<file path="config.mk">
export PLATFORM = sky130hd
export DESIGN_NAME = adder_exec
export DESIGN_NICKNAME = d
export VERILOG_FILES = /design/src/source/isa_pkg.sv /design/src/source/issue_pkg.sv /design/src/source/adder_exec.sv
export SDC_FILE = /design/constraint.sdc
export NUM_CORES = 1
export LEC_CHECK = 0
export BUFFER_PORTS_ARGS = -buffer_cell sky130_fd_sc_hd__buf_4
export CAP_MARGIN = 20
export CORE_MARGIN = 2
export CORE_UTILIZATION = 45
export CTS_BUF_LIST = sky130_fd_sc_hd__clkbuf_8
export DETAILED_ROUTE_END_ITERATION = 12
export HOLD_SLACK_MARGIN = 0.1
export PLACE_DENSITY = 0.7
export SLEW_MARGIN = 20
export SYNTH_ARGS = -nofsm -noshare
export SYNTH_HDL_FRONTEND = slang
export SYNTH_SLANG_ARGS = --single-unit
</file>
<file path="constraint.sdc">
create_clock -name CLK -period 15.2 [get_ports CLK]
set_input_delay 4.56 -clock CLK [delete_from_list [all_inputs] [get_ports CLK]]
set_output_delay 4.56 -clock CLK [all_outputs]
set_load 0.02 [all_outputs]
</file>
<file path="src/source/isa_pkg.sv">
// RV64 integer adder ISA definitions
// opcode one-hot layout, data width and register index types
package isa_pkg;

	localparam int xlen = 64;

	typedef logic [4:0] reg_idx_t;
	typedef logic [xlen-1:0] xdata_t;

	// one-hot, lui in the top bit
	typedef logic [7:0] adder_op_t;

	localparam int OP_LUI   = 7;
	localparam int OP_AUIPC = 6;
	localparam int OP_ADDI  = 5;
	localparam int OP_ADDIW = 4;
	localparam int OP_ADD   = 3;
	localparam int OP_ADDW  = 2;
	localparam int OP_SUB   = 1;
	localparam int OP_SUBW  = 0;

	function automatic logic op_uses_rs1(input adder_op_t op);
		return ~(op[OP_LUI] | op[OP_AUIPC]);
	endfunction

	// register-register forms only
	function automatic logic op_uses_rs2(input adder_op_t op);
		return op[OP_ADD] | op[OP_ADDW] | op[OP_SUB] | op[OP_SUBW];
	endfunction

	function automatic logic op_is32(input adder_op_t op);
		return op[OP_ADDIW] | op[OP_ADDW] | op[OP_SUBW];
	endfunction

endpackage

</file>
<file path="src/source/issue_pkg.sv">
// adder issue path structures
// buffer entry layout and execute parameters passed from issue to execute
package issue_pkg;

	import isa_pkg::*;

	// one dispatched instruction as held in the buffer
	typedef struct packed {
		adder_op_t op;
		xdata_t    pc;
		xdata_t    imm;
		reg_idx_t  rd;
		reg_idx_t  rs1;
		reg_idx_t  rs2;
	} issue_entry_t;

	// operands already resolved, ready for the adder
	typedef struct packed {
		logic     fun_add;
		logic     fun_sub;
		logic     is32;
		reg_idx_t rd;
		xdata_t   op1;
		xdata_t   op2;
	} exe_param_t;

endpackage

</file>
<file path="src/source/adder_exec.sv">
// adder execute stage
// add or subtract, sign extension of 32-bit forms, registered write-back
`timescale 1ns/1ns

module adder_exec import isa_pkg::*, issue_pkg::*; (
	input  logic       CLK,
	input  logic       rst_n,
	input  logic       exe_valid,
	input  exe_param_t exe_param,
	output logic       wb_valid,
	output reg_idx_t   wb_rd,
	output xdata_t     wb_data
);

	xdata_t raw_result;
	xdata_t result;

	always_comb begin
		unique case ({exe_param.fun_add, exe_param.fun_sub})
			2'b10: raw_result = exe_param.op1 + exe_param.op2;
			2'b01: raw_result = exe_param.op1 - exe_param.op2;
			default: raw_result = '0;
		endcase
	end

	// W forms keep the low word, extended from bit 31
	assign result = exe_param.is32 ? {{32{raw_result[31]}}, raw_result[31:0]} : raw_result;

	always_ff @(posedge CLK) begin
		if (!rst_n) begin
			wb_valid <= 1'b0;
		end else begin
			wb_valid <= exe_valid;
		end
	end

	always_ff @(posedge CLK) begin
		if (exe_valid) begin
			wb_rd <= exe_param.rd;
			wb_data <= result;
		end
	end

endmodule

</file>
==> metrics.txt <==
Final Cycle Share 63.12%; crit-path max cell delay 0.66 ns; EDFF count, synth 69; 1st-iter DRT viols 667; Syn Inst Count 930; clock buffer depth 2; design area 9470 µm²; starting density of the core 45.95%; cell-internal power 0.5292 mW; flop and latch count out of synthesis 70; synthesized area per cell 8.164 µm²; Max Cap Viol 0; clock group share of total power 19.5%; Worst Path Required 15.33 ns; number of detailed-route iterations in the first pass 7; CP most frequent cell nor2_1; Max Clk Rate ~100 MHz; top cells by area, synth edfxtp_1 (27%), ha_1 (11%), xnor2_1 (10%); Routed Antenna Nets 0; post_cts resized 0; Least-Margin Pin Slew 0.9192 ns; ys async rst share 0%; I/O Buffers around 210; worst setup margin 5.605 ns; Worst slew margin between 30% and 40%; Worst Hold Launch exe_param[132]; Antenna Cells 0; RSZ-0062 raised after global routing no; Seq pwr share between 30% and 40%; drt total wl 23190 µm; Non-Filler Instances between 1000 and 1500; Setup WS pre-CTS ~5.4 ns; most common cell in the netlist a21oi_1; final worst path period need 9.595 ns; Tot GR Track Use 25.39%; largest net degree at the start of global routing 71; post-synthesis cell area 7592 µm²; worst setup path startpoint exe_param[4]; Final Setup Violations 0; CP Capture Type flop; Die Width 133.9 µm; cts bufs inserted 9; layout cells sized above 1 about 22%; Rows 47; area grow syn2layout 24.74%; share of the synthesized area in the top cell type a little over a quarter; via/cell ratio between 5 and 6; peak supply drop 0.00004504 V; worst path cell trace buf_4 -> or3_4 -> nor4_1 -> nor3b_2 -> nand2_1 -> or3_4 -> nor2_1 -> a21oi_1 -> xnor2_1 -> ha_1 -> a21o_1 -> a21o_1 -> a21oi_1 -> o21ai_0 -> nor2_1 -> and3_1 -> o31ai_1 -> nor2_1 -> a211o_1; Lkg Pwr 4.005 nW; Final Hold Fails 0; hold-fix buffers at CTS 0; area post-placement 9258 µm²; Clk pin slew, worst setup/hold paths 0.08 ns; routability cong. 0.9490; H-tree levels 3; CP Class primary input to flop; NetSw 0.3439 mW; Net Sw Frac about 40%; post-DR wirelength/cell 17.31 µm; Primary FF master, synth edfxtp_1; remaining global-route overflow 0; core region area 16520 µm²; fin nets 1320; Pwr Density 92.19 nW/µm²; postcts setup bufs 0; worst hold path class primary input to flop; Post-DP HPWL 18600 µm; critical path data arrival time 9.73 ns; Via Count 7583; Logic pwr share 50.5%; remaining routing DRC violations 0; Die Y approximately 130 µm; I/O pin cnt 209; vias in the first global route 7053; status finished, final reports clean; Synth cell types 64; first-pass GRT wire length between 30000 and 40000 µm; Worst setup SP type primary input; setup_tns 0 ns; Synth top cells by count a21oi_1 (117), nor2_1 (113), xnor2_1 (88); sequential area share after synthesis 27.55%; Synth warnings 0; CTS sink cnt 70; Slowest-stage cell, CP nor4_1; number of antenna violations at the first check in global routing 0; die area 17930 µm²; CTS tree built; root cell of the clock tree clkbuf_8; Post-Syn Nets ~1100; Max Transition Viols Final 0; dominant cell type by area after synthesis edfxtp_1; Cells after DPL 1324; crit-path max FO 7
kinds of logic (layout without fill, tap and decap cells):
family | Yosys count | after routing | synth area share, %
and+or+nand+nor | 308 | 308 | 19.73
DFF | 70 | 70 | 27.55
buffers and inverters | 67 | 257 | 3.972
xor gates and xnor gates | 118 | 118 | 13.71
muxes | 1 | 1 | 0.1318
adders and majority gates | 66 | 66 | 10.98
AOI/OAI and AO/OA | 300 | 300 | 23.93
stage by stage:
stage          power [mW]  hold slack, ns  utilization [%]
2_1_floorplan      0.5544           4.659                -
3_3_place_gp       0.7007           4.738            56.02
3_5_place_dp       0.7013           4.739            56.02
4_1_cts            0.8732           4.344            57.31
5_1_grt            0.9260           4.346            57.31
6_report           0.8731           4.361            57.31
critical path, delay by kind of cell:
kind / cells / cell delay [ns]
compound gates: 7 / 1.69
xor+xnor: 1 / 0.16
fa+ha+maj: 1 / 0.39
buf+inv: 1 / 0.12
simple gates: 9 / 2.78
state kept, by name, summed over array words and instances, names as in the netlist:
signal    count
wb_data      64
wb_rd         5
wb_valid      1
path summary, 6_finish.rpt:
path	end	slack, ns	depth (start not counted)
setup / recovery	wb_data[58]$_DFFE_PP_	5.61	19
hold / removal	wb_rd[4]$_DFFE_PP_	4.36	1
power groups by stage:
stage	registers, mW	clock network, mW	logic (mW)
floorplan	0.305	0	0.249
global placement	0.266	0	0.435
detailed placement	0.266	0	0.435
CTS	0.262	0.174	0.437
global route	0.265	0.180	0.481
finish	0.262	0.171	0.441
metal layers:
metal | up-vias | routed length (µm) | GRT usage [%]
met3 | 32 | 1602 | 4.724
met4 | 0 | 512 | 7.979
met1 | 3478 | 10420 | 34.12
li1 | 3755 | - | -
met2 | 318 | 10660 | 41.45
met5 | - | 0 | 0
final cells by class:
| type | instances | area [µm²] |
|---|---|---|
| well taps | 220 | 275.3 |
| clock inverters | 7 | 88.84 |
| inverters | 32 | 120.1 |
| flip-flops and latches | 70 | 2092 |
| fillers | 1579 | 7054 |
| multi-input cells | 793 | 5201 |
| repair buffers | 209 | 1569 |
| clock buffers | 9 | 123.9 |
cells in the final DEF, fill, tap and decap left out, types with 4 or more instances in the layout:
cell | netlist | final
a21o_1 | 29 | 29
buf_4 | 0 | 209
nand2b_1 | 8 | 8
nand4_1 | 14 | 14
and3_1 | 4 | 4
nor3_1 | 28 | 28
o31ai_1 | 7 | 7
xnor2_1 | 88 | 88
nand3_1 | 14 | 14
or3_1 | 6 | 6
o21bai_1 | 17 | 17
o21ai_0 | 63 | 63
a21boi_0 | 5 | 5
ha_1 | 65 | 64
o21ai_1 | 4 | 4
and2_1 | 9 | 9
nor2_1 | 113 | 113
a211o_1 | 5 | 5
a21oi_1 | 117 | 117
o31a_1 | 5 | 5
xor2_1 | 29 | 29
or3_4 | 4 | 4
a211oi_1 | 7 | 7
nor2b_1 | 9 | 9
o21a_1 | 5 | 5
clkbuf_8 | 0 | 9
edfxtp_1 | 69 | 69
nand2_1 | 69 | 69
nor4_1 | 10 | 10
inv_1 | 32 | 33
or4_1 | 4 | 4
a31oi_1 | 17 | 17
No activity file was read; power rests on OpenSTA's default activity.
