$ cat config.mk
export PLATFORM = sky130hd
export DESIGN_NAME = adder_buffer
export DESIGN_NICKNAME = d
export VERILOG_FILES = /design/src/source/isa_pkg.sv /design/src/source/issue_pkg.sv /design/src/source/adder_buffer.sv
export SDC_FILE = /design/constraint.sdc
export NUM_CORES = 1
export LEC_CHECK = 0
export BUFFER_PORTS_ARGS = -buffer_cell sky130_fd_sc_hd__buf_2
export CAP_MARGIN = 10
export CORE_AREA = 10 10 288 290
export CTS_CLUSTER_SIZE = 12
export DETAILED_ROUTE_END_ITERATION = 12
export DIE_AREA = 0 0 298 300
export PLACE_DENSITY = 0.43
export SLEW_MARGIN = 20
export SYNTH_ARGS = -nofsm -noshare
export SYNTH_HDL_FRONTEND = slang
export SYNTH_SLANG_ARGS = --single-unit
export TNS_END_PERCENT = 100
$ cat constraint.sdc
create_clock -name CLK -period 8.3 [get_ports CLK]
set_input_delay 0.83 -clock CLK [delete_from_list [all_inputs] [get_ports CLK]]
set_output_delay 0.83 -clock CLK [all_outputs]
set_load 0.03 [all_outputs]
$ cat src/source/isa_pkg.sv
// RV64 integer adder ISA definitions
// opcode one-hot layout, data width and register index types
package isa_pkg;

	localparam int xlen = 64;

	typedef logic [4:0] reg_idx_t;
	typedef logic [xlen-1:0] xdata_t;

	// one-hot, lui in the top bit
	typedef logic [7:0] adder_op_t;

	localparam int OP_LUI   = 7;
	localparam int OP_AUIPC = 6;
	localparam int OP_ADDI  = 5;
	localparam int OP_ADDIW = 4;
	localparam int OP_ADD   = 3;
	localparam int OP_ADDW  = 2;
	localparam int OP_SUB   = 1;
	localparam int OP_SUBW  = 0;

	function automatic logic op_uses_rs1(input adder_op_t op);
		return ~(op[OP_LUI] | op[OP_AUIPC]);
	endfunction

	// register-register forms only
	function automatic logic op_uses_rs2(input adder_op_t op);
		return op[OP_ADD] | op[OP_ADDW] | op[OP_SUB] | op[OP_SUBW];
	endfunction

	function automatic logic op_is32(input adder_op_t op);
		return op[OP_ADDIW] | op[OP_ADDW] | op[OP_SUBW];
	endfunction

endpackage

$ cat src/source/issue_pkg.sv
// adder issue path structures
// buffer entry layout and execute parameters passed from issue to execute
package issue_pkg;

	import isa_pkg::*;

	// one dispatched instruction as held in the buffer
	typedef struct packed {
		adder_op_t op;
		xdata_t    pc;
		xdata_t    imm;
		reg_idx_t  rd;
		reg_idx_t  rs1;
		reg_idx_t  rs2;
	} issue_entry_t;

	// operands already resolved, ready for the adder
	typedef struct packed {
		logic     fun_add;
		logic     fun_sub;
		logic     is32;
		reg_idx_t rd;
		xdata_t   op1;
		xdata_t   op2;
	} exe_param_t;

endpackage

$ cat src/source/adder_buffer.sv
// adder issue buffer
// DP entries with malloc flags, fills the lowest free entry, frees on pop
`timescale 1ns/1ns

module adder_buffer import isa_pkg::*, issue_pkg::*; #(
	parameter int DP = 4
) (
	input  logic                   CLK,
	input  logic                   rst_n,
	input  logic                   flush,
	input  logic                   dispatch_valid,
	input  adder_op_t              dispatch_op,
	input  xdata_t                 dispatch_pc,
	input  xdata_t                 dispatch_imm,
	input  reg_idx_t               dispatch_rd,
	input  reg_idx_t               dispatch_rs1,
	input  reg_idx_t               dispatch_rs2,
	input  logic                   pop,
	input  logic [$clog2(DP)-1:0]  pop_index,
	output logic [DP-1:0]          entry_valid,
	output issue_entry_t           entries [DP],
	output logic                   dispatch_full
);

	localparam int IW = $clog2(DP);

	logic          free_found;
	logic [IW-1:0] alloc_index;
	logic          dispatch_accept;

	// lowest free entry
	always_comb begin
		free_found = 1'b0;
		alloc_index = '0;
		for (int i = 0; i < DP; i++) begin
			if (!entry_valid[i] && !free_found) begin
				free_found = 1'b1;
				alloc_index = IW'(i);
			end
		end
	end

	assign dispatch_full = &entry_valid;
	assign dispatch_accept = dispatch_valid & free_found;

	// alloc and pop never hit the same entry
	always_ff @(posedge CLK) begin
		if (!rst_n || flush) begin
			entry_valid <= '0;
		end else begin
			if (pop) begin
				entry_valid[pop_index] <= 1'b0;
			end
			if (dispatch_accept) begin
				entry_valid[alloc_index] <= 1'b1;
			end
		end
	end

	always_ff @(posedge CLK) begin
		if (dispatch_accept) begin
			entries[alloc_index].op <= dispatch_op;
			entries[alloc_index].pc <= dispatch_pc;
			entries[alloc_index].imm <= dispatch_imm;
			entries[alloc_index].rd <= dispatch_rd;
			entries[alloc_index].rs1 <= dispatch_rs1;
			entries[alloc_index].rs2 <= dispatch_rs2;
		end
	end

endmodule

==> impl_metrics.tcl, run 1 <==
set metrics [dict create \
    synth_nets 810 \
    dp.cells 2466 \
    antenna_found_initial 6 \
    yosys.area_share.adder 0 \
    io_buffers 766 \
    crit_fanout 63 \
    required_ps 8490 \
    synth.most_common_cell "edfxtp_1" \
    yosysTopAreaCellShare 0.979 \
    maxCapViolations 0 \
    htree_levels 3 \
    grt_pass1_wl_um 82600 \
    drtIter0Drc 554 \
    final_cells 2587 \
    crit_type "flip-flop to flip-flop" \
    tns_ps 0 \
    hold_viol 0 \
    synthSimpleGateAreaFrac 0.0128 \
    initial_utilization 0.240 \
    synth_edf_count 604 \
    grt_start_max_net_pins 64 \
    rows 102 \
    synth_area_leader_cell "edfxtp_1" \
    synth_area_leaders "edfxtp_1, and2_1, dfxtp_1" \
    ys_async_sr_fraction 0 \
    clockRootBuffer "clkbuf_16" \
    cts_tree "yes" \
    final_util 0.335 \
    vias_per_cell 3.81 \
    fp.dieH_um 300 \
    postRouteAntennaNets 0 \
    max-clock-path-buffers 3 \
    fin_skew_ps 30.1 \
    core_region_area_um2 77100 \
    rsz0062_at_grt "false" \
    period_minus_slack_ps 2820 \
    setup_viol 0 \
    yosys_warnings 0 \
    power.leakage_nw 9.78 \
    vias 9852 \
    cts_sinks 608 \
    die_w_um 298 \
    syn2layout_area_growth_pct 39.6 \
    synth_seq_cells 608 \
    irDropWorstVdd_uv 168 \
    drive_gt1_frac 0.562 \
    ys_types 18 \
    powerDensity_nw_per_um2 256 \
    rr_worst_depth 3 \
    synth_compound_area_frac 0.00338 \
    syn_inst 652 \
    cts_setup_buffers 0 \
    fin_nets 1654 \
    fin_crit_sh 0.340 \
    synth_area_um2 18500 \
    grt_pass1_vias 10775 \
    path_clk_slew_ps 60 \
    hold_class "primary input to flip-flop" \
    fin_area_um2 25900 \
    yosys-top-cells-count "edfxtp_1, and2_1, a21boi_0, dfxtp_1" \
    grtUsageTotal 0.126 \
    ys.flop_type "edfxtp_1" \
    drt_pass1_iterations 5 \
    ctsResizeCount 0 \
    max-slew-margin-rel 0.302 \
    cts_buffers 68 \
    synth_xor_area_frac 0 \
    finalMaxSlewViolations 0 \
    yosysSeqAreaShare 0.984 \
    critPathCaptureType "flip-flop" \
    synth_top_family_by_area "simple AND/OR/NAND/NOR gates" \
    avgSynthCellArea_um2 28.4 \
    start_kind "flip-flop" \
    synthMuxAreaShare 0 \
    worst-endpoint-arrival_ps 3020 \
    ios 767 \
    cts_hold_buf 0 \
    max_freq_mhz 354 \
    drc 0 \
    outcome "complete, no violations" \
    wl_um 59600 \
    grt-ovfl-total 0 \
    gp_congestion 0.788 \
    hold_depth 1 \
    whs_ps 457 \
    place_area_um2 23700 \
    tightest_slew_ps 1050 \
    insertion_delay_ps 590 \
    hpwl_um 44200 \
    dieArea_um2 89400 \
    wl_per_cell_um 23.0 \
]
[critical path, stage by stage, from the launching register on]
cell and delay, ps:
dfxtp_1 600, and4b_4 360, and2_4 520, buf_4 820
[power by group]
group	switching, W	internal (W)	leakage (nW)	total (W)
combinational	0.000235	0.0000691	3.19	0.000304
clock	0.00116	0.00169	1.02	0.00286
sequential	0.0000170	0.00345	5.57	0.00347
total	0.00141	0.00521	9.78	0.00663
[sequential cells by signal, indices dropped and copies added, names as in the netlist]
signal,count
entries,604
entry_valid,4
[through the flow]
stage | power [W] | setup slack, ps
detailed placement | 0.00384 | 5270
global route | 0.00688 | 5270
floorplan | 0.00369 | 257
global placement | 0.00384 | 5340
finish | 0.00663 | 5480
CTS | 0.00674 | 5430
[cell type report]
class,count,area [um2]
Tap cell,1040,1300
Fill cell,7525,51200
Multi-Input combinational cell,43,315
Timing Repair Buffer,775,3900
Antenna cell,4,10.0
Clock inverter,23,248
Sequential cell,608,18200
Clock buffer,94,1860
[cells by family (layout without fill, tap and decap cells)]
logic type / count (synthesis) / in the layout
DFF: 608 / 608
and+or+nand+nor: 35 / 35
AOI/OAI and AO/OA: 8 / 8
other: 0 / 4
buffers and inverters: 1 / 892
[worst paths after layout]
kind | from | to | slack, ps
setup reg to reg | entry_valid[0]$_SDFF_PP0_ | entries[33]$_DFFE_PP_ | 5480
hold / removal | dispatch_imm[48] | entries[365]$_DFFE_PP_ | 460
setup / recovery | entry_valid[0]$_SDFF_PP0_ | entries[33]$_DFFE_PP_ | 5480
hold reg to reg | entry_valid[1]$_SDFF_PP0_ | entry_valid[1]$_SDFF_PP0_ | 640
[per-layer routing]
layer / GRT usage / routed length, um / up-vias
li1: - / - / 4362
met1: 0.126 / 20200 / 4918
met2: 0.232 / 32000 / 481
met3: 0.0538 / 5580 / 91
met4: 0.0464 / 1810 / 0
met5: 0 / 0 / -
[cell usage in the layout (no fill, tap or decap), drive strengths merged]
| cell type | count |
|---|---|
| a21boi | 5 |
| a21oi | 1 |
| a32o | 2 |
| and2 | 18 |
| and3b | 3 |
| and4 | 1 |
| and4b | 2 |
| buf | 775 |
| bufinv | 4 |
| clkbuf | 94 |
| clkinv | 16 |
| clkinvlp | 2 |
| dfxtp | 4 |
| diode | 4 |
| edfxtp | 604 |
| inv | 1 |
| nand2b | 1 |
| nand3 | 2 |
| nand3b | 1 |
| nor2 | 1 |
| nor2b | 3 |
| nor3 | 2 |
| nor4bb | 1 |
(Power assumes the default switching activity.)
==> inputs of run 2 (changes only) <==
--- a/config.mk
+++ b/config.mk
@@ -11,7 +11,7 @@
 export CTS_CLUSTER_SIZE = 12
 export DETAILED_ROUTE_END_ITERATION = 12
 export DIE_AREA = 0 0 298 300
-export PLACE_DENSITY = 0.43
+export PLACE_DENSITY = 0.42
 export SLEW_MARGIN = 20
 export SYNTH_ARGS = -nofsm -noshare
 export SYNTH_HDL_FRONTEND = slang
==> constraint.sdc (replaced) <==
create_clock -name CLK -period 2.7 [get_ports CLK]
set_input_delay 0.27 -clock CLK [delete_from_list [all_inputs] [get_ports CLK]]
set_output_delay 0.27 -clock CLK [all_outputs]
set_load 0.03 [all_outputs]
==> impl_metrics.tcl, run 2 (synthesis gave the netlist of run 1 again) <==
set metrics [dict create \
    final_util 0.359 \
    wl_per_cell_um 22.8 \
    worst-endpoint-arrival_ps 2250 \
    die_w_um 298 \
    antenna_found_initial 2 \
    start_kind "flip-flop" \
    crit_fanout 20 \
    critPathLaunch "entry_valid[1]$_SDFF_PP0_" \
    reg.largest.list "entries: 604 flops, entry_valid: 4 flops" \
    clockRootBuffer "clkbuf_16" \
    path_clk_slew_ps 60 \
    grt-ovfl-total 0 \
    cts_sinks 608 \
    path_depth 3 \
    rows 102 \
    final_cells 2748 \
    drive_gt1_frac 0.518 \
    drt_pass1_iterations 4 \
    htree_levels 3 \
    whs_ps 48.6 \
    hold_depth 2 \
    postRouteAntennaNets 0 \
    ctsResizeCount 0 \
    max-slew-margin-rel 0.597 \
    critical_path.max_stage_delay_ps 520 \
    cts_tree "yes" \
    grtUsageTotal 0.134 \
    top_register "entries" \
    core_region_area_um2 77100 \
    finalMaxSlewViolations 0 \
    drtIter0Drc 557 \
    max-clock-path-buffers 3 \
    irDropWorstVdd_uv 416 \
    critPathCaptureType "flip-flop" \
    ios 767 \
    initial_utilization 0.240 \
    dieArea_um2 89400 \
    insertion_delay_ps 580 \
    grt_pass1_vias 11717 \
    power.leakage_nw 10.6 \
    tightest_slew_ps 604 \
    hpwl_um 46900 \
    critPathTopFamily "simple AND/OR/NAND/NOR gates" \
    rr_worst_depth 3 \
    grt_start_max_net_pins 74 \
    gp_congestion 0.793 \
    vias_per_cell 3.87 \
    crit_buf_inv 1 \
    crit_type "flip-flop to flip-flop" \
    fin_nets 1825 \
    layout_commonest_cell "buf_2" \
    register_area_um2 18200 \
    largest_register_ffs 604 \
    dp.cells 2483 \
    regToRegStartpoint "entry_valid[1]$_SDFF_PP0_" \
    maxCapViolations 0 \
    fp.dieH_um 300 \
    hold_viol 0 \
    cp_slowest_cell "and2_4" \
    outcome "complete, no violations" \
    setup_viol 0 \
    cts_buffers 67 \
    period_minus_slack_ps 1990 \
    required_ps 2960 \
    hold_class "primary input to flip-flop" \
    fin_skew_ps 22.5 \
    diodes 0 \
    path_cells "and3b_1 > and2_4 > buf_4" \
    tns_ps 0 \
    grt_pass1_wl_um 88000 \
    fin_crit_sh 0.737 \
    max_freq_mhz 503 \
    wl_um 62600 \
    worstHoldStart "dispatch_rs2[3]" \
    powerDensity_nw_per_um2 744 \
    rsz0062_at_grt "false" \
    syn2layout_area_growth_pct 49.3 \
    drc 0 \
    layout_common_cells "buf_2, edfxtp_1, dlygate4sd3_1" \
    vias 10637 \
    io_buffers 766 \
    n_fill_cell 7351 \
    multi_input_area_um2 315 \
]
==> run 2: per-layer routing <==
layer	GRT usage	routed length, um
met1	0.142	22400
met2	0.239	32700
met3	0.0525	5320
met4	0.0497	2190
met5	0	8
==> run 2: worst paths after layout <==
path	end	slack (ps)
min reg2reg	entry_valid[1]$_SDFF_PP0_	630
max	entries[195]$_DFFE_PP_	710
max reg2reg	entries[195]$_DFFE_PP_	710
min	entries[154]$_DFFE_PP_	50
==> run 2: worst reg2reg max path: stages, from the launching register on <==
cell and delay, ps:
dfxtp_1 470, and3b_1 330, and2_4 520, buf_4 350
==> run 2: layout make-up <==
class,instances,area share
repair buffers,947,0.207
clock inverters,26,0.0104
multi-input cells,43,0.0114
well taps,1040,0.0470
flip-flops and latches,608,0.659
clock buffers,84,0.0652
==> run 2: metrics by stage <==
stage                     area [um2]  worst slack (ps)  power (W)
after floorplan                18500              -470     0.0113
after global placement         24000               759     0.0118
after detailed placement       24000               683     0.0118
after CTS                      27700               668     0.0209
after global routing           27700               574     0.0214
final                          27700               710     0.0206
==> run 2: where the power goes <==
part	internal, W	switching, W
Sequential	0.0106	0.0000486
Combinational	0.000371	0.000778
Clock	0.00520	0.00358
==> run 2: what timing repair did <==
action                                  CTS  global route
endpoints found under the setup margin    0             0
hold buffers                            155             0
setup buffers                             0             0
endpoints found under the hold margin   589             0
