[config.mk]
export PLATFORM = sky130hd
export DESIGN_NAME = adder_issue
export DESIGN_NICKNAME = d
export VERILOG_FILES = /design/src/source/isa_pkg.sv /design/src/source/issue_pkg.sv /design/src/source/adder_issue.sv
export SDC_FILE = /design/constraint.sdc
export NUM_CORES = 1
export LEC_CHECK = 0
export BUFFER_PORTS_ARGS = -buffer_cell sky130_fd_sc_hd__buf_2
export CORE_AREA = 2 2 271 273
export DETAILED_ROUTE_END_ITERATION = 8
export DIE_AREA = 0 0 273 275
export PLACE_DENSITY = 0.39
export SETUP_SLACK_MARGIN = 0.1
export SKIP_CTS_REPAIR_TIMING = 1
export SYNTH_ARGS = -nofsm -noshare
export SYNTH_HDL_FRONTEND = slang
export SYNTH_SLANG_ARGS = --single-unit
[constraint.sdc]
create_clock -name CLK -period 17.6 [get_ports CLK]
set_clock_uncertainty 0.15 [all_clocks]
set_input_delay 4.4 -clock CLK [delete_from_list [all_inputs] [get_ports CLK]]
set_output_delay 4.4 -clock CLK [all_outputs]
set_load 0.05 [all_outputs]
[src/source/isa_pkg.sv]
// RV64 integer adder ISA definitions
// opcode one-hot layout, data width and register index types
package isa_pkg;

	localparam int xlen = 64;

	typedef logic [4:0] reg_idx_t;
	typedef logic [xlen-1:0] xdata_t;

	// one-hot, lui in the top bit
	typedef logic [7:0] adder_op_t;

	localparam int OP_LUI   = 7;
	localparam int OP_AUIPC = 6;
	localparam int OP_ADDI  = 5;
	localparam int OP_ADDIW = 4;
	localparam int OP_ADD   = 3;
	localparam int OP_ADDW  = 2;
	localparam int OP_SUB   = 1;
	localparam int OP_SUBW  = 0;

	function automatic logic op_uses_rs1(input adder_op_t op);
		return ~(op[OP_LUI] | op[OP_AUIPC]);
	endfunction

	// register-register forms only
	function automatic logic op_uses_rs2(input adder_op_t op);
		return op[OP_ADD] | op[OP_ADDW] | op[OP_SUB] | op[OP_SUBW];
	endfunction

	function automatic logic op_is32(input adder_op_t op);
		return op[OP_ADDIW] | op[OP_ADDW] | op[OP_SUBW];
	endfunction

endpackage

[src/source/issue_pkg.sv]
// adder issue path structures
// buffer entry layout and execute parameters passed from issue to execute
package issue_pkg;

	import isa_pkg::*;

	// one dispatched instruction as held in the buffer
	typedef struct packed {
		adder_op_t op;
		xdata_t    pc;
		xdata_t    imm;
		reg_idx_t  rd;
		reg_idx_t  rs1;
		reg_idx_t  rs2;
	} issue_entry_t;

	// operands already resolved, ready for the adder
	typedef struct packed {
		logic     fun_add;
		logic     fun_sub;
		logic     is32;
		reg_idx_t rd;
		xdata_t   op1;
		xdata_t   op2;
	} exe_param_t;

endpackage

[src/source/adder_issue.sv]
// adder issue select
// picks the lowest RAW-clear entry and registers its execute parameters
`timescale 1ns/1ns

module adder_issue import issue_pkg::*; #(
	parameter int DP = 4
) (
	input  logic                   CLK,
	input  logic                   rst_n,
	input  logic                   flush,
	input  logic [DP-1:0]          clear_raw,
	input  exe_param_t             slot_param [DP],
	output logic                   pop,
	output logic [$clog2(DP)-1:0]  pop_index,
	output logic                   exe_valid,
	output exe_param_t             exe_param
);

	localparam int IW = $clog2(DP);

	logic          any_ready;
	logic [IW-1:0] sel_index;

	// first set bit wins
	always_comb begin
		any_ready = 1'b0;
		sel_index = '0;
		for (int i = 0; i < DP; i++) begin
			if (clear_raw[i] && !any_ready) begin
				any_ready = 1'b1;
				sel_index = IW'(i);
			end
		end
	end

	// adder always takes a new op, so pop is the next exe_valid
	assign pop = any_ready & ~flush;
	assign pop_index = sel_index;

	always_ff @(posedge CLK) begin
		if (!rst_n) begin
			exe_valid <= 1'b0;
		end else begin
			exe_valid <= pop;
		end
	end

	// holds last value when nothing issues
	always_ff @(posedge CLK) begin
		if (pop) begin
			exe_param <= slot_param[sel_index];
		end
	end

endmodule

==> results of run 1 <==
routing by layer:
metal	share of wire, %	global-route usage (%)	vias to the layer above
met2	50	19.0	509
met4	2.8	4.30	8
met5	0.13	0	-
met3	7.9	3.51	56
met1	39	11.8	4509
li1	-	-	4508
synthesized netlist by cell type:
cell type  count  area share (%)
a21oi_1      137             8.5
a31oi_1        1           0.078
and2_1         1           0.078
buf_1         12            0.56
buf_2          8            0.50
buf_4          1           0.093
buf_6          5            0.70
clkbuf_1      64             3.0
dfxtp_1        1            0.25
edfxtp_1     136              51
inv_1          2           0.093
nand2_1      136             6.4
nand2b_1       2            0.16
nor2_1         1           0.047
nor3_1         1           0.062
o221ai_1     136              15
o22ai_1       96             7.5
o22ai_2       40             6.2
or3_1          1           0.078
or4b_1         1            0.12
worst paths after layout:
| check | end | start | slack [ns] | depth (start not counted) |
|---|---|---|---|---|
| worst max-delay path | pop_index[0] | clear_raw[1] | 7.48 | 4 |
| worst min-delay path | exe_valid$_SDFF_PN0_ | rst_n | 4.00 | 2 |
state kept, by name, summed over array words and instances (netlist names):
name,flops
exe_valid,1
exe_param,136
logic make-up (layout without fill, tap and decap cells):
family                 count (synthesis)  after routing  synth area share [%]
buffers and inverters                 92            737                  4.93
AOI/OAI and AO/OA                    410            410                  37.1
other                                  0              3                     0
DFF                                  137            137                  51.1
and+or+nand+nor                      143            143                  6.89
power by group:
group | internal, mW | total, mW | switching [mW] | leakage, nW
Sequential | 0.403 | 0.415 | 0.0116 | 1.33
Clock | 0.237 | 0.393 | 0.157 | 0.298
Combinational | 0.100 | 0.338 | 0.238 | 3.76
Total | 0.740 | 1.15 | 0.406 | 5.38
through the flow:
stage | power, mW | cell area, sq um
final | 1.15 | 13100
after global routing | 1.20 | 13000
after CTS | 1.17 | 13000
after detailed placement | 0.764 | 12400
after global placement | 0.763 | 12400
after floorplan | 0.627 | 8040
area by class of cell:
class | instances | share of cell area [%]
Antenna cell | 3 | 0.0575
Clock inverter | 12 | 1.32
Clock buffer | 20 | 3.34
Multi-Input combinational cell | 553 | 27.3
Inverter | 2 | 0.0958
Sequential cell | 137 | 31.4
Timing Repair Buffer | 703 | 27.2
Tap cell | 959 | 9.19
==> summary.txt, run 1 <==
Status - complete, no violations
Critical path, cell by cell - buf_2 > inv_4 > a21oi_1 > buf_2
Max IR drop VDD - 0.0488 mV
Routed len/inst - 18.0 um
Placed wire-length estimate - 33.5 mm
Max cap viols - 0
Clock sink count - 137
CP delay by family, top - buffers and inverters
Io pins - 691
Slew Limit Fails - 0
Syn avg cell area - 10.3 sq um
Worst Setup End Kind - output port
Area occupied by multi-input gates - 0.00357 sq mm
Worst-path fanout max - 71
Site Rows - 99
Die width - 273 um
First-pass GRT wire length - 59.1 mm
DRT Wirelength - 43.1 mm
Die Area - 0.0751 sq mm
CP most frequent cell - buf_2
Root buf cell - clkbuf_16
Yosys cell types - 20
ANT nets after route - 0
Yosys synthesis warning count - 0
Starting DRC count in detailed routing - 490
Setup ws final - 7.48 ns
Vias in the first global route - 9,388
Worst-margin pin slew - 1.02 ns
Final Cycle Share - 57.5%
Post-synthesis sequential area ratio - 51.1%
Setup Total Neg Slack - 0 ns
Power Dens Cells - 87.8 mW/mm^2
Startpoint Class - input port
Initial Utilization - 11.1%
Yosys reg bits - 137
Largest stage delay, worst path - 0.55 ns
Worst slack, placed - 7.45 ns
Synthesized Nets - 1,333
Peak Freq - 98.8 MHz
Core Util, Final - 18.0%
CP max-delay cell - inv_4
Class of the worst hold path - input port to register
H-tree depth - 4
Dpl cells - 2,354
Finished Layout Cells - 2,389
Final setup viols - 0
Die Y - 275 um
WHS - 4.00 ns
Num CTS Buffers - 17
Most common cell after layout, fill and taps aside - buf_2
Syn Std Cell Area - 0.00804 sq mm
Most frequent cells in the layout - buf_2 (689), a21oi_1 (137), o221ai_1 (136), nand2_1 (136), edfxtp_1 (136)
Static leakage - 5.38 nW
Min Tclk post-route - 10.12 ns
Clock-pin transition on the worst setup and hold timing paths - 0.06 ns
Area growth from synthesis to layout - 62.4%
Post-Syn Instances - 782
Core ar. - 0.0723 sq mm
Routability cong. - 0.863
Layout cells sized above 1 - 54.4%
Worst path bufs/invs - 3
Number of fill cells - 8,213
CTS tree - built
Nets@finish - 1,965
Register Area - 0.00410 sq mm
CTS max path bufs - 2
Vias per cell - 4.01
GRT Total Usage - 10.7%
Largest net degree at the start of global routing - 73
Via Count - 9,590
IO buf count - 690
Worst Setup Path Type - input port to output port
RSZ-0062 raised after global routing - no
Initial antenna violation count - 8
Req. time, crit path - 13.05 ns
Initial DRT Pass Iterations - 5
Global route total overflow - 0
Remaining DRCs - 0
Final Hold Viols - 0
Relative slew slack - 31.9%
Worst Path Arrival - 5.57 ns
Note: power is estimated with default switching activity, not from simulation.
==> run 2: changes to the inputs <==
==> constraint.sdc (replaced) <==
create_clock -name CLK -period 10.3 [get_ports CLK]
set_clock_uncertainty 0.15 [all_clocks]
set_input_delay 2.575 -clock CLK [delete_from_list [all_inputs] [get_ports CLK]]
set_output_delay 2.575 -clock CLK [all_outputs]
set_load 0.05 [all_outputs]
==> run 2 against run 1 <==
Sequential share of layout area is 0.11 points higher. Critical endpoint is now pop. Via count up 0.62%. Largest power group unchanged. Clock-buffer cell count fell by 1.
==> summary.txt, run 2 (synthesis gave the netlist of run 1 again) <==
Status - complete, no violations
Most common cell after layout, fill and taps aside - buf_2
Max reg flops - 136
IO buf count - 690
Die Area - 0.0751 sq mm
Hold Path Sink - exe_valid$_SDFF_PN0_
Routability cong. - 0.906
Relative slew slack - 38.5%
CP most frequent cell - buf_2
DRT Wirelength - 42.5 mm
Largest net degree at the start of global routing - 138
Critical path, cell by cell - buf_2 > inv_4 > a31oi_4 > buf_2
CTS max path bufs - 2
Worst path bufs/invs - 3
Startpoint Class - input port
CP delay by family, top - buffers and inverters
RSZ-0062 raised after global routing - no
Initial DRT Pass Iterations - 5
Initial antenna violation count - 0
Vias per cell - 4.05
Slew Limit Fails - 0
Io pins - 691
Area growth from synthesis to layout - 61.9%
Worst-path fanout max - 74
Hold Path Origin - rst_n
Site Rows - 99
Setup Total Neg Slack - 0 ns
Global route total overflow - 0
Peak Freq - 155 MHz
H-tree depth - 4
Core Util, Final - 18.0%
Placed wire-length estimate - 32.6 mm
Die Y - 275 um
Max IR drop VDD - 0.0793 mV
Nets@finish - 1,963
Min Tclk post-route - 6.46 ns
CP max-delay cell - inv_4
Power Dens Cells - 147 mW/mm^2
Number of fill cells - 8,176
GRT Total Usage - 10.7%
CTS tree - built
Initial Utilization - 11.1%
Worst-margin pin slew - 0.923 ns
Largest registers - exe_param x136, exe_valid x1
Worst Setup Path Type - input port to output port
Power Total - 1.91 mW
Root buf cell - clkbuf_16
ANT nets after route - 0
Clock sink count - 137
Via Count - 9,649
Hold depth - 2
Layout cells sized above 1 - 54.3%
First-pass GRT wire length - 59.1 mm
Class of the worst hold path - input port to register
Starting DRC count in detailed routing - 499
Max cap viols - 0
Final Hold Viols - 0
Number of cells on the critical path - 4
Die width - 273 um
Remaining DRCs - 0
Top reg by flops - exe_param
Worst Path Arrival - 3.74 ns
Clock-pin transition on the worst setup and hold timing paths - 0.06 ns
Core ar. - 0.0723 sq mm
Worst Setup End Kind - output port
Num CTS Buffers - 17
Final Cycle Share - 62.8%
Routed len/inst - 17.8 um
Largest stage delay, worst path - 0.54 ns
Static leakage - 5.36 nW
Vias in the first global route - 9,510
Antenna Cells - 0
Req. time, crit path - 7.58 ns
Final setup viols - 0
Most frequent cells in the layout - buf_2 (689), a21oi_1 (137), o221ai_1 (136), nand2_1 (136), edfxtp_1 (136)
==> run 2: cell count changes in the layout (fill, tap and decap cells not counted), sizes merged <==
cell	delta
clkinv	+3
diode	-3
buf	-2
bufinv	-2
clkbuf	-1
clkinvlp	+1
inv	-1
==> run 2: how the worst max path moves through the flow <==
stage	from	endpoint	slack (ns)
after floorplan	clear_raw[0]	pop	0.13
after global placement	clear_raw[1]	pop	3.83
after detailed placement	clear_raw[1]	pop	3.79
after CTS	clear_raw[1]	pop	3.81
after global routing	clear_raw[1]	pop	3.73
final	clear_raw[1]	pop	3.84
==> run 2: stage by stage <==
| step | instance area [sq um] | cells | setup slack (ns) | hold slack [ns] |
|---|---|---|---|---|
| 2_1_floorplan | 8050 | 782 | 0.133 | 2.55 |
| 3_3_place_gp | 12400 | 2352 | 3.83 | 2.64 |
| 3_5_place_dp | 12400 | 2352 | 3.79 | 2.64 |
| 4_1_cts | 13000 | 2384 | 3.81 | 2.12 |
| 5_1_grt | 13000 | 2384 | 3.73 | 2.12 |
| 6_report | 13000 | 2384 | 3.84 | 2.17 |
==> run 2: area by class of cell <==
| class | count | area, sq um | area share, % |
|---|---|---|---|
| well taps | 959 | 1200 | 9.22 |
| clock inverters | 13 | 129 | 0.990 |
| clock buffers | 19 | 433 | 3.33 |
| multi-input cells | 553 | 3570 | 27.4 |
| inverters | 2 | 12.5 | 0.0962 |
| flip-flops and latches | 137 | 4100 | 31.5 |
| repair buffers | 701 | 3560 | 27.4 |
==> run 2: power by group <==
part	total [mW]	internal (mW)	switching, mW
registers	0.707	0.689	0.0185
logic	0.580	0.171	0.408
clock network	0.620	0.353	0.267
total	1.91	1.21	0.694
==> run 2: per-layer routing <==
layer	share of wire (%)	up-vias	global-route usage, %
li1	-	4503	-
met1	36	4562	11.2
met2	52	536	19.4
met3	8.9	48	3.53
met4	3.0	0	4.76
met5	0	-	0
==> run 3: changes to the inputs <==
--- a/config.mk
+++ b/config.mk
@@ -6,10 +6,10 @@
 export NUM_CORES = 1
 export LEC_CHECK = 0
 export BUFFER_PORTS_ARGS = -buffer_cell sky130_fd_sc_hd__buf_2
-export CORE_AREA = 2 2 271 273
+export CORE_AREA = 2 2 269 271
 export DETAILED_ROUTE_END_ITERATION = 8
-export DIE_AREA = 0 0 273 275
-export PLACE_DENSITY = 0.39
+export DIE_AREA = 0 0 271 273
+export PLACE_DENSITY = 0.4
 export SETUP_SLACK_MARGIN = 0.1
 export SKIP_CTS_REPAIR_TIMING = 1
 export SYNTH_ARGS = -nofsm -noshare
==> constraint.sdc (replaced) <==
create_clock -name CLK -period 5.2 [get_ports CLK]
set_clock_uncertainty 0.15 [all_clocks]
set_input_delay 1.3 -clock CLK [delete_from_list [all_inputs] [get_ports CLK]]
set_output_delay 1.3 -clock CLK [all_outputs]
set_load 0.05 [all_outputs]
==> run 3 against run 2 <==
Worst hold slack lost 1.3 ns. Core utilization grew 0.55 points. Routed wire length grew 5.6%. Critical path depth is the same. First-iteration DRC count grew 26%. Die area shrank 1.5%.
==> summary.txt, run 3 (synthesis gave the netlist of run 1 again) <==
Hold depth - 2
H-tree depth - 4
Sequential Power Share - 36.0%
Max IR drop VDD - 0.131 mV
Clock sink count - 137
Initial DRT Pass Iterations - 7
Worst Setup End Kind - output port
Sw Ratio - 35.6%
P_sw - 1.39 mW
Startpoint Class - input port
Io pins - 691
Power Total - 3.89 mW
Int Power - 2.51 mW
Relative slew slack - 37.0%
Die Area - 0.0740 sq mm
Core Util, Final - 18.5%
Global route total overflow - 0
Peak Freq - 258 MHz
CP most frequent cell - buf_4
Layout cells sized above 1 - 54.6%
Die Y - 273 um
Routed len/inst - 18.8 um
Top reg by flops - exe_param
Min Tclk post-route - 3.87 ns
Site Rows - 98
Status - complete, no violations
Req. time, crit path - 3.75 ns
Placed wire-length estimate - 33.9 mm
Clock power frac - 34.2%
Final Cycle Share - 74.4%
Largest net degree at the start of global routing - 138
Starting DRC count in detailed routing - 629
Worst-path fanout max - 59
Slew Limit Fails - 0
Final setup viols - 0
Final Hold Viols - 0
Area growth from synthesis to layout - 63.7%
CP max-delay cell - buf_4
Nets@finish - 1,971
Static leakage - 5.44 nW
Vias in the first global route - 9,711
Num CTS Buffers - 17
Critical path, cell by cell - buf_4 > buf_4 > nor3_1 > buf_2
Core ar. - 0.0710 sq mm
Root buf cell - clkbuf_16
Initial antenna violation count - 4
Hold Path Sink - exe_valid$_SDFF_PN0_
Remaining DRCs - 0
Routability cong. - 0.941
Die width - 271 um
ANT nets after route - 0
CTS max path bufs - 2
Largest registers - exe_param x136, exe_valid x1
Largest stage delay, worst path - 0.55 ns
CTS tree - built
Initial Utilization - 11.3%
Worst Setup Path Type - input port to output port
Vias per cell - 4.08
Hold Path Origin - rst_n
Max reg flops - 136
Via Count - 9,725
Power Dens Cells - 296 mW/mm^2
Worst Path Arrival - 2.42 ns
RSZ-0062 raised after global routing - no
First-pass GRT wire length - 63.4 mm
Max cap viols - 0
Most frequent cells in the layout - buf_2 (689), a21oi_1 (137), o221ai_1 (136), nand2_1 (136), edfxtp_1 (136)
IO buf count - 690
Clock-pin transition on the worst setup and hold timing paths - 0.07 ns
Combinational fraction of design power - 29.8%
Class of the worst hold path - input port to register
Most common cell after layout, fill and taps aside - buf_2
DRT Wirelength - 44.8 mm
Worst-margin pin slew - 0.945 ns
GRT Total Usage - 11.6%
==> run 3: cell count changes in the layout (fill, tap and decap cells not counted) <==
cell	previous run	this run
buf_4	10	15
buf_12	2	5
diode_2	0	3
bufinv_16	2	4
clkinv_2	3	2
clkinvlp_4	1	0
inv_4	2	1
inv_8	0	1
==> run 3: worst max-delay path by stage <==
stage | slack, ns | endpoint | start
final | 1.33 | pop_index[1] | clear_raw[0]
after floorplan | -0.30 | pop | clear_raw[0]
after global routing | 1.22 | pop_index[1] | clear_raw[0]
after detailed placement | 1.30 | pop_index[1] | clear_raw[0]
after global placement | 1.33 | exe_param[93]$_DFFE_PP_ | clear_raw[0]
after CTS | 1.30 | pop_index[1] | clear_raw[0]
==> run 3: area by class of cell <==
cell class | instances | area, sq um
Timing Repair Buffer | 709 | 3660
Clock inverter | 13 | 176
Tap cell | 950 | 1190
Multi-Input combinational cell | 553 | 3570
Inverter | 2 | 17.5
Antenna cell | 3 | 7.51
Fill cell | 8024 | 57800
Sequential cell | 137 | 4100
Clock buffer | 19 | 433
==> run 3: worst max-delay path, delay by kind of cell <==
family / cells / cell delay [ns]
simple gates: 1 / 0.13
buf+inv: 3 / 0.98
==> run 3: stage by stage <==
step / instance area [sq um] / hold slack (ns) / setup slack [ns] / instances / setup TNS [ns]
floorplan: 8080 / 1.27 / -0.304 / 782 / -0.304
global route: 13200 / 0.870 / 1.22 / 2385 / 0
CTS: 13200 / 0.835 / 1.30 / 2383 / 0
detailed placement: 12500 / 1.36 / 1.30 / 2351 / 0
global placement: 12500 / 1.36 / 1.33 / 2351 / 0
finish: 13200 / 0.889 / 1.33 / 2386 / 0
==> run 3: power groups by stage <==
stage          registers, mW  clock network (mW)  logic (mW)
5_1_grt                 1.41                1.44        1.23
2_1_floorplan           1.85                   0       0.260
3_3_place_gp            1.43                   0        1.17
6_report                1.40                1.33        1.16
3_5_place_dp            1.43                   0        1.17
4_1_cts                 1.40                1.41        1.17
==> run 3: layer usage <==
layer	vias to the layer above	GRT usage, %	wire (um)
li1	4526	-	-
met1	4620	13.4	17900
met2	535	20.2	22700
met3	44	2.86	3100
met4	0	4.80	1160
met5	-	0	0
